`src/source/out_geom_pkg.sv`:
```
package out_geom_pkg;

  // largest kernel width handled by the column tables
  localparam int KW_MAX = 7;

  // width of the half kernel width field
  localparam int KW2_BITS = $clog2(KW_MAX + 1);

  // requant shift field, covers the whole accumulator
  localparam int SHIFT_BITS = 5;

  // half kernel width, kernel is 2*kw2+1
  typedef logic [KW2_BITS-1:0] kw2_t;

  // requant setup, carried in element [0][0] of a config word
  typedef struct packed {
    logic [SHIFT_BITS-1:0] shift; // arithmetic right shift amount
    logic                  sat_en; // clamp to output range, else wrap
  } rq_cfg_st;

  // value after reset: no shift, saturate
  localparam rq_cfg_st RQ_CFG_RESET = '{shift: '0, sat_en: 1'b1};

endpackage

```
`src/source/out_stream_pkg.sv`:
```
package out_stream_pkg;

  // element width, the Y_BITS module parameter has to match this
  localparam int ELEM_BITS = 16;

  localparam int CFG_PAD_BITS = ELEM_BITS - $bits(out_geom_pkg::rq_cfg_st);

  // sideband travelling with every input word
  typedef struct packed {
    out_geom_pkg::kw2_t kw2;
    logic               is_config;      // word carries configuration, not data
    logic               is_w_first_kw2; // leading columns of a row, dropped
    logic               is_w_last;      // last word of a row keeps the tail columns
  } tuser_st;

  // config record sits in the low bits of the element
  typedef struct packed {
    logic [CFG_PAD_BITS-1:0]   pad;
    out_geom_pkg::rq_cfg_st    rq;
  } cfg_elem_st;

  // one array element, read as accumulator or as config
  typedef union packed {
    logic signed [ELEM_BITS-1:0] acc;
    cfg_elem_st                  cfg;
  } elem_u;

endpackage

```
`src/source/out_col_decode.sv`:
```
`timescale 1ns/1ns

module out_col_decode #(
  parameter int ROWS   = 4,
  parameter int COLS   = 8,
  parameter int Y_BITS = 16
) (
  input  logic                                   aclk,
  input  logic                                   aresetn,

  input  logic                                   s_valid,
  input  logic                                   s_last,
  input  out_stream_pkg::tuser_st                s_user,
  input  logic [COLS-1:0][ROWS-1:0][Y_BITS-1:0]  s_data,
  output logic                                   s_ready,

  output logic                                   d_valid,
  output logic                                   d_last,
  output logic [COLS-1:0][ROWS-1:0][Y_BITS-1:0]  d_data,
  output logic [COLS-1:0]                        d_col_valid,
  output logic [COLS-1:0]                        d_col_last,
  input  logic                                   d_ready,

  output out_geom_pkg::rq_cfg_st                 rq_cfg
);

  localparam int N_KW2 = 2 ** $bits(out_geom_pkg::kw2_t); // one table row per kw2 code

  logic [N_KW2-1:0][COLS-1:0] lut_valid, lut_tail, lut_last;
  logic [COLS-1:0]            sel_valid;
  logic                       keep, take;
  out_stream_pkg::elem_u      elem0;

  // column c = ci+1, kernel k = 2*k2+1
  for (genvar k2 = 0; k2 < N_KW2; k2++) begin : g_kw
    for (genvar ci = 0; ci < COLS; ci++) begin : g_col
      localparam int K = 2 * k2 + 1;
      localparam int C = ci + 1;
      assign lut_valid[k2][ci] = (C % K) == 0;
      assign lut_tail[k2][ci]  = (C % K) > k2; // partial window at row end
      assign lut_last[k2][ci]  = C == k2 + 1;
    end
  end

  assign keep      = !s_user.is_config && !s_user.is_w_first_kw2;
  assign sel_valid = lut_valid[s_user.kw2] | (lut_tail[s_user.kw2] & {COLS{s_user.is_w_last}});
  assign elem0     = s_data[0][0];

  assign s_ready = !d_valid || d_ready;
  assign take    = s_valid && s_ready;

  always_ff @(posedge aclk or negedge aresetn) begin
    if (!aresetn) begin
      d_valid <= 1'b0;
      rq_cfg  <= out_geom_pkg::RQ_CFG_RESET;
    end else begin
      if (s_ready)
        d_valid <= s_valid && keep; // dropped words leave the register empty
      if (take && s_user.is_config)
        rq_cfg <= elem0.cfg.rq;
    end
  end

  always_ff @(posedge aclk) begin
    if (take && keep) begin
      d_data      <= s_data;
      d_last      <= s_last;
      d_col_valid <= sel_valid;
      d_col_last  <= lut_last[s_user.kw2] & sel_valid & {COLS{s_last}};
    end
  end

endmodule

```
`src/source/out_col_shift.sv`:
```
`timescale 1ns/1ns

module out_col_shift #(
  parameter int ROWS   = 4,
  parameter int COLS   = 8,
  parameter int Y_BITS = 16
) (
  input  logic                                   aclk,
  input  logic                                   aresetn,

  input  logic                                   d_valid,
  input  logic                                   d_last,
  input  logic [COLS-1:0][ROWS-1:0][Y_BITS-1:0]  d_data,
  input  logic [COLS-1:0]                        d_col_valid,
  input  logic [COLS-1:0]                        d_col_last,
  output logic                                   d_ready,

  output logic                                   x_valid,
  output logic                                   x_last,
  output logic [ROWS-1:0][Y_BITS-1:0]            x_data,
  input  logic                                   x_ready
);

  localparam int CW = $clog2(COLS + 1);

  logic [COLS-1:0][ROWS-1:0][Y_BITS-1:0] shift_data;
  logic [COLS-1:0]                       shift_valid, shift_last;
  logic [CW-1:0]                         cnt; // columns left in the word
  logic                                  busy; // low = idle, high = shifting
  logic                                  load, step;

  assign d_ready = !busy;
  assign load    = d_valid && !busy;
  assign step    = busy && x_ready; // empty columns still consume a ready cycle

  always_ff @(posedge aclk or negedge aresetn) begin
    if (!aresetn) begin
      busy        <= 1'b0;
      cnt         <= CW'(COLS);
      shift_valid <= '0;
      shift_last  <= '0;
    end else if (load) begin
      busy        <= 1'b1;
      shift_valid <= d_col_valid;
      shift_last  <= d_col_last & {COLS{d_last}};
    end else if (step) begin
      shift_valid <= shift_valid << 1;
      shift_last  <= shift_last << 1;
      if (cnt == CW'(1)) begin
        busy <= 1'b0;
        cnt  <= CW'(COLS);
      end else begin
        cnt <= cnt - CW'(1);
      end
    end
  end

  // top column is presented, data moves up one column per step
  always_ff @(posedge aclk) begin
    if (load)
      shift_data <= d_data;
    else if (step)
      shift_data <= shift_data << (ROWS * Y_BITS);
  end

  assign x_data  = shift_data[COLS-1];
  assign x_valid = shift_valid[COLS-1];
  assign x_last  = shift_last[COLS-1];

endmodule

```
`src/source/out_requant.sv`:
```
`timescale 1ns/1ns

module out_requant #(
  parameter int ROWS     = 4,
  parameter int Y_BITS   = 16,
  parameter int OUT_BITS = 8
) (
  input  logic                                 aclk,
  input  logic                                 aresetn,

  input  logic                                 x_valid,
  input  logic                                 x_last,
  input  logic [ROWS-1:0][Y_BITS-1:0]          x_data,
  output logic                                 x_ready,

  input  out_geom_pkg::rq_cfg_st               rq_cfg,

  output logic                                 m_valid,
  output logic                                 m_last,
  output logic signed [ROWS-1:0][OUT_BITS-1:0] m_data,
  input  logic                                 m_ready
);

  // headroom for the rounding offset at the largest shift
  localparam int W = Y_BITS + 2 ** out_geom_pkg::SHIFT_BITS;

  localparam logic signed [W-1:0] SAT_MAX = (W'(1) << (OUT_BITS - 1)) - W'(1);
  localparam logic signed [W-1:0] SAT_MIN = -(W'(1) << (OUT_BITS - 1));

  function automatic logic [OUT_BITS-1:0] requant(input logic signed [Y_BITS-1:0] acc,
                                                  input out_geom_pkg::rq_cfg_st cfg);
    logic signed [W-1:0] wide;
    logic signed [W-1:0] half;
    wide = acc;
    half = '0;
    if (cfg.shift != '0)
      half = W'(1) << (cfg.shift - 1'b1); // round half up
    wide = (wide + half) >>> cfg.shift;
    if (cfg.sat_en && wide > SAT_MAX)
      return SAT_MAX[OUT_BITS-1:0];
    if (cfg.sat_en && wide < SAT_MIN)
      return SAT_MIN[OUT_BITS-1:0];
    return wide[OUT_BITS-1:0]; // wraps when saturation is off
  endfunction

  assign x_ready = !m_valid || m_ready;

  always_ff @(posedge aclk or negedge aresetn) begin
    if (!aresetn) begin
      m_valid <= 1'b0;
      m_last  <= 1'b0;
    end else if (x_ready) begin
      m_valid <= x_valid;
      m_last  <= x_last;
    end
  end

  always_ff @(posedge aclk) begin
    if (x_ready && x_valid) begin
      for (int r = 0; r < ROWS; r++)
        m_data[r] <= requant(x_data[r], rq_cfg);
    end
  end

endmodule

```
`src/source/out_stage_top.sv`:
```
`timescale 1ns/1ns

module out_stage_top #(
  parameter int ROWS     = 4,
  parameter int COLS     = 8,
  parameter int Y_BITS   = 16,
  parameter int OUT_BITS = 8
) (
  input  logic                                  aclk,
  input  logic                                  aresetn,

  input  logic                                  s_valid,
  input  logic                                  s_last,
  input  out_stream_pkg::tuser_st               s_user,
  input  logic [COLS-1:0][ROWS-1:0][Y_BITS-1:0] s_data,
  output logic                                  s_ready,

  output logic                                  m_valid,
  output logic                                  m_last,
  output logic signed [ROWS-1:0][OUT_BITS-1:0]  m_data,
  input  logic                                  m_ready
);

  // decode -> shift
  logic                                  d_valid, d_last, d_ready;
  logic [COLS-1:0][ROWS-1:0][Y_BITS-1:0] d_data;
  logic [COLS-1:0]                       d_col_valid, d_col_last;

  // shift -> requant, one column per beat
  logic                                  x_valid, x_last, x_ready;
  logic [ROWS-1:0][Y_BITS-1:0]           x_data;

  out_geom_pkg::rq_cfg_st                rq_cfg;

  out_col_decode #(.ROWS(ROWS), .COLS(COLS), .Y_BITS(Y_BITS)) u_decode (
    .aclk        (aclk),
    .aresetn     (aresetn),
    .s_valid     (s_valid),
    .s_last      (s_last),
    .s_user      (s_user),
    .s_data      (s_data),
    .s_ready     (s_ready),
    .d_valid     (d_valid),
    .d_last      (d_last),
    .d_data      (d_data),
    .d_col_valid (d_col_valid),
    .d_col_last  (d_col_last),
    .d_ready     (d_ready),
    .rq_cfg      (rq_cfg)
  );

  out_col_shift #(.ROWS(ROWS), .COLS(COLS), .Y_BITS(Y_BITS)) u_shift (
    .aclk        (aclk),
    .aresetn     (aresetn),
    .d_valid     (d_valid),
    .d_last      (d_last),
    .d_data      (d_data),
    .d_col_valid (d_col_valid),
    .d_col_last  (d_col_last),
    .d_ready     (d_ready),
    .x_valid     (x_valid),
    .x_last      (x_last),
    .x_data      (x_data),
    .x_ready     (x_ready)
  );

  out_requant #(.ROWS(ROWS), .Y_BITS(Y_BITS), .OUT_BITS(OUT_BITS)) u_requant (
    .aclk    (aclk),
    .aresetn (aresetn),
    .x_valid (x_valid),
    .x_last  (x_last),
    .x_data  (x_data),
    .x_ready (x_ready),
    .rq_cfg  (rq_cfg),
    .m_valid (m_valid),
    .m_last  (m_last),
    .m_data  (m_data),
    .m_ready (m_ready)
  );

endmodule

```
`config.mk`:
```
export PLATFORM = sky130hd
export DESIGN_NAME = out_stage_top
export DESIGN_NICKNAME = d
export VERILOG_FILES = /design/src/source/out_geom_pkg.sv /design/src/source/out_stream_pkg.sv /design/src/source/out_col_decode.sv /design/src/source/out_col_shift.sv /design/src/source/out_requant.sv /design/src/source/out_stage_top.sv
export SDC_FILE = /design/constraint.sdc
export NUM_CORES = 2
export LEC_CHECK = 0
export BUFFER_PORTS_ARGS = -buffer_cell sky130_fd_sc_hd__clkbuf_2
export CAP_MARGIN = 10
export CORE_ASPECT_RATIO = 1.5
export CORE_UTILIZATION = 42
export DETAILED_ROUTE_END_ITERATION = 6
export PLACE_DENSITY = 0.66
export SLEW_MARGIN = 25
export SYNTH_ARGS = -nofsm -noshare
export SYNTH_HDL_FRONTEND = slang
export SYNTH_SLANG_ARGS = --single-unit
```
`constraint.sdc`:
```
create_clock -name aclk -period 57.3 [get_ports aclk]
set_input_delay 2.865 -clock aclk [delete_from_list [all_inputs] [get_ports aclk]]
set_output_delay 2.865 -clock aclk [all_outputs]
set_load 0.05 [all_outputs]
```
==> out/qor.yml <==
die:
  coreArea_sq_mm: 0.149
  die_h_um: 477
  dieArea_sq_mm: 0.152
  row_count: 173
  boundaryPins: 558
  die_w_um: 318
  floorplan.initialDensity: 0.424
cts:
  cts_buffer_depth: 3
  ctsHtreeMaxLevel: 3
  cts_buffers: 98
  ctsHoldBuffers: 0
  worst_skew_pair.late_latency_ns: 0.72
  cts_sinks: 1103
  clk_pin_slew_ns: 0.06
  cts_setup_buffers: 0
  cts_resized: 0
  cts_root_buf: "clkbuf_16"
  cts_tree: "done"
worst_setup_path:
  crit_type: "reg2reg"
  arrival_ns: 8.60
  critical-path-top-delay-family: "simple AND/OR/NAND/NOR gates"
  path_cells: "buf_4, nand3b_1, nor2_2, ha_1, nand4_1, a211oi_1, nand3_1, and4b_1, o21ai_0, nand2_1, nor2_1, o31ai_1, o221ai_1, o21ai_0, nand4_1, nor4_1, nand4_1, o311ai_4, o21ai_1"
  cp_max_fo: 57
  slowest_stage: "o31ai_1"
  crit_start: "u_decode.rq_cfg[1]$_DFFE_PN0P_"
  cpPeakStageDelay_ns: 0.90
  crit_top_cell: "nand4_1"
  cp-end-kind: "flop"
  critical_path_buf_inv_count: 1
  reg2reg_from: "u_decode.rq_cfg[1]$_DFFE_PN0P_"
  crit_path_start_kind: "flop"
  critPathRequiredTime_ns: 57.72
sta:
  max_freq_ghz: 0.122
  finalSetupViolCount: 0
  setup-tns-final_ns: 0
  slew_violations: 0
  skew_ns: 0.0362
  period_minus_slack_ns: 8.19
  period_share: 0.143
  rsz0062_at_grt: "no"
  hold_viol_final: 0
  relSlewSlack: 0.191
  worst_pin_slew_ns: 1.21
synthesis:
  ys_seq_area_frac: 0.523
  synth_area_sq_mm: 0.0631
  synth.avg_cell_area_sq_um: 11.5
  synth_warnings: 0
  synth-edff-count: 1073
  async_reset_ff_frac: 0.0272
  synth.lib_cells_used.distinct: 133
  ys_seq_elements: 1103
  syn_inst: 5497
  synth_ff_type: "edfxtp_1"
detailed_routing:
  via_per_inst: 6.43
  drcViolationCount: 0
  wl_per_cell_um: 33.0
  final_antenna_net_count: 0
  vias: 50800
  drt_iter0_markers: 5403
  drt_first_pass_iters: 7
  drt_wl_total_um: 261000
power:
  power_density_mw_per_mm2: 66.3
  power_uw: 4710
  leakage_uw: 0.0259
  vdd_drop_max_uv: 43.4
run:
  maxCapViolCount: 0
global_route:
  antenna_found_initial: 96
  first_global_vias: 49300
  grt_usage: 0.334
  grt_pass1_wl_um: 364000
  grt_overflow: 0
  grt_max_degree: 172
hold_path:
  hp-class: "reg2reg"
  hp-start: "u_decode.d_col_valid[4]$_DFFE_PP_"
finish:
  drive_gt1_frac: 0.256
  final_nets: 6444
  final.fill_count: 13300
  area_delta_synth_final_pct: 12.5
placement:
  gp_congestion: 1.06
  hpwlAfterDp_um: 192000
  portBuffers: 557
run_status:
  run_status: "finished, final reports clean"
==> synth_stat cells, drive strengths merged (24+ instances only) <==
library cell  instances  area share
and3                 45      0.0045
o211ai               86       0.010
edfxtp             1073        0.51
nor3                106      0.0087
nor2b                27      0.0027
xnor2                87       0.012
a22oi                38      0.0048
o31ai                45      0.0057
a211o                45      0.0062
o311ai               24      0.0041
o21ai               313       0.025
xor2                 34      0.0047
nor2                359       0.022
dfrtp                28       0.011
a211oi              102       0.013
or2                  41      0.0041
buf                 121       0.010
nand2               358       0.021
a221oi               36      0.0054
o21a                 44      0.0053
nor4                 32      0.0036
ha                   55       0.011
a22o                 25      0.0035
o22ai                56      0.0058
and2                108       0.011
nand3               138       0.011
inv                  56      0.0033
a31oi                63      0.0065
nand4                57      0.0057
a21o                 59      0.0070
o221ai               43      0.0061
o2111ai              25      0.0035
a21oi               301       0.024
or3                  41      0.0041
mux2i               120       0.019
clkbuf              309       0.018
mux2                490       0.088
nand2b               35      0.0035
==> kinds of logic after synthesis <==
logic type / synth area share
compound gates: 0.177
fa+ha+maj: 0.0120
mux: 0.114
flops: 0.523
buf+inv: 0.0319
simple gates: 0.124
xor+xnor: 0.0182
other cells: 0.000119
==> worst min-delay path, cell delays in order, from the launching register on <==
cell      delay [ns]
edfxtp_1        0.32
nand2_1         0.04
o21ai_0         0.06
==> power breakdown <==
part | total, uW | internal, uW | switching, uW
Clock | 636 | 345 | 291
Combinational | 2710 | 861 | 1850
Sequential | 1360 | 1220 | 143
==> stage by stage <==
step	setup WS, ns	instance area (sq um)	cells	hold WS [ns]	utilization
final	49.11	71000	7908	0.453	0.477
after global routing	48.79	70900	7886	0.489	0.477
after CTS	49.37	70900	7870	0.460	0.476
after detailed placement	49.30	67800	7690	0.446	0.456
after global placement	48.90	67700	7689	0.432	0.455
after floorplan	16.15	63100	5503	0.426	-
==> cells in the final DEF, fill, tap and decap left out, drive strengths merged, types with 34 or more instances in the layout <==
cell,n
edfxtp,1073
clkbuf,683
mux2,490
nor2,359
nand2,358
o21ai,313
a21oi,301
nand3,138
buf,135
mux2i,120
and2,108
nor3,106
a211oi,102
xnor2,87
o211ai,86
a31oi,63
a21o,59
inv,59
nand4,57
o22ai,56
ha,55
and3,45
a211o,45
o31ai,45
o21a,44
o221ai,43
clkinv,42
or3,41
or2,41
a22oi,38
diode,37
a221oi,36
nand2b,35
xor2,34
==> final timing paths <==
kind | end | slack, ns | depth (start not counted)
min reg2reg | u_shift.shift_valid[4]$_DFFE_PN0P_ | 0.45 | 2
max in group asynchronous | u_decode.rq_cfg[2]$_DFFE_PN0P_ | 54.29 | 1
max reg2reg | u_requant.m_data[26]$_SDFFCE_PP1P_ | 49.11 | 19
min | u_shift.shift_valid[4]$_DFFE_PN0P_ | 0.45 | 2
min in group asynchronous | u_decode.d_valid$_DFFE_PN0N_ | 2.28 | 1
max | u_requant.m_data[26]$_SDFFCE_PP1P_ | 49.11 | 19
==> layout make-up <==
type | instances | area [sq um] | share of cell area
sequential | 1103 | 33000 | 0.465
multi-input combinational | 3912 | 28300 | 0.398
timing repair buffer | 693 | 3900 | 0.0550
clock buffer | 125 | 2550 | 0.0360
tap | 1925 | 2410 | 0.0339
clock inverter | 55 | 520 | 0.00733
inverter | 58 | 224 | 0.00316
antenna | 37 | 92.6 | 0.00130
==> flip-flops by register name, indices dropped and copies added, names as in the netlist <==
register,cells
u_decode.d_data,512
u_decode.d_col_last,8
u_shift.shift_valid,8
u_requant.m_last,1
u_shift.shift_last,8
u_decode.d_col_valid,8
u_shift.shift_data,448
u_requant.m_valid,1
u_shift.x_data,64
u_decode.rq_cfg,6
u_decode.d_valid,1
u_shift.busy,1
u_requant.m_data,32
u_decode.d_last,1
u_shift.cnt,4
==> per-layer routing <==
metal / up-vias / wire (um) / track usage
li1: 22300 / - / -
met4: 92 / 23500 / 0.253
met5: - / 602 / 0
met1: 24600 / 92000 / 0.373
met3: 910 / 24200 / 0.0928
met2: 2942 / 121000 / 0.543
(Power assumes the default switching activity.)
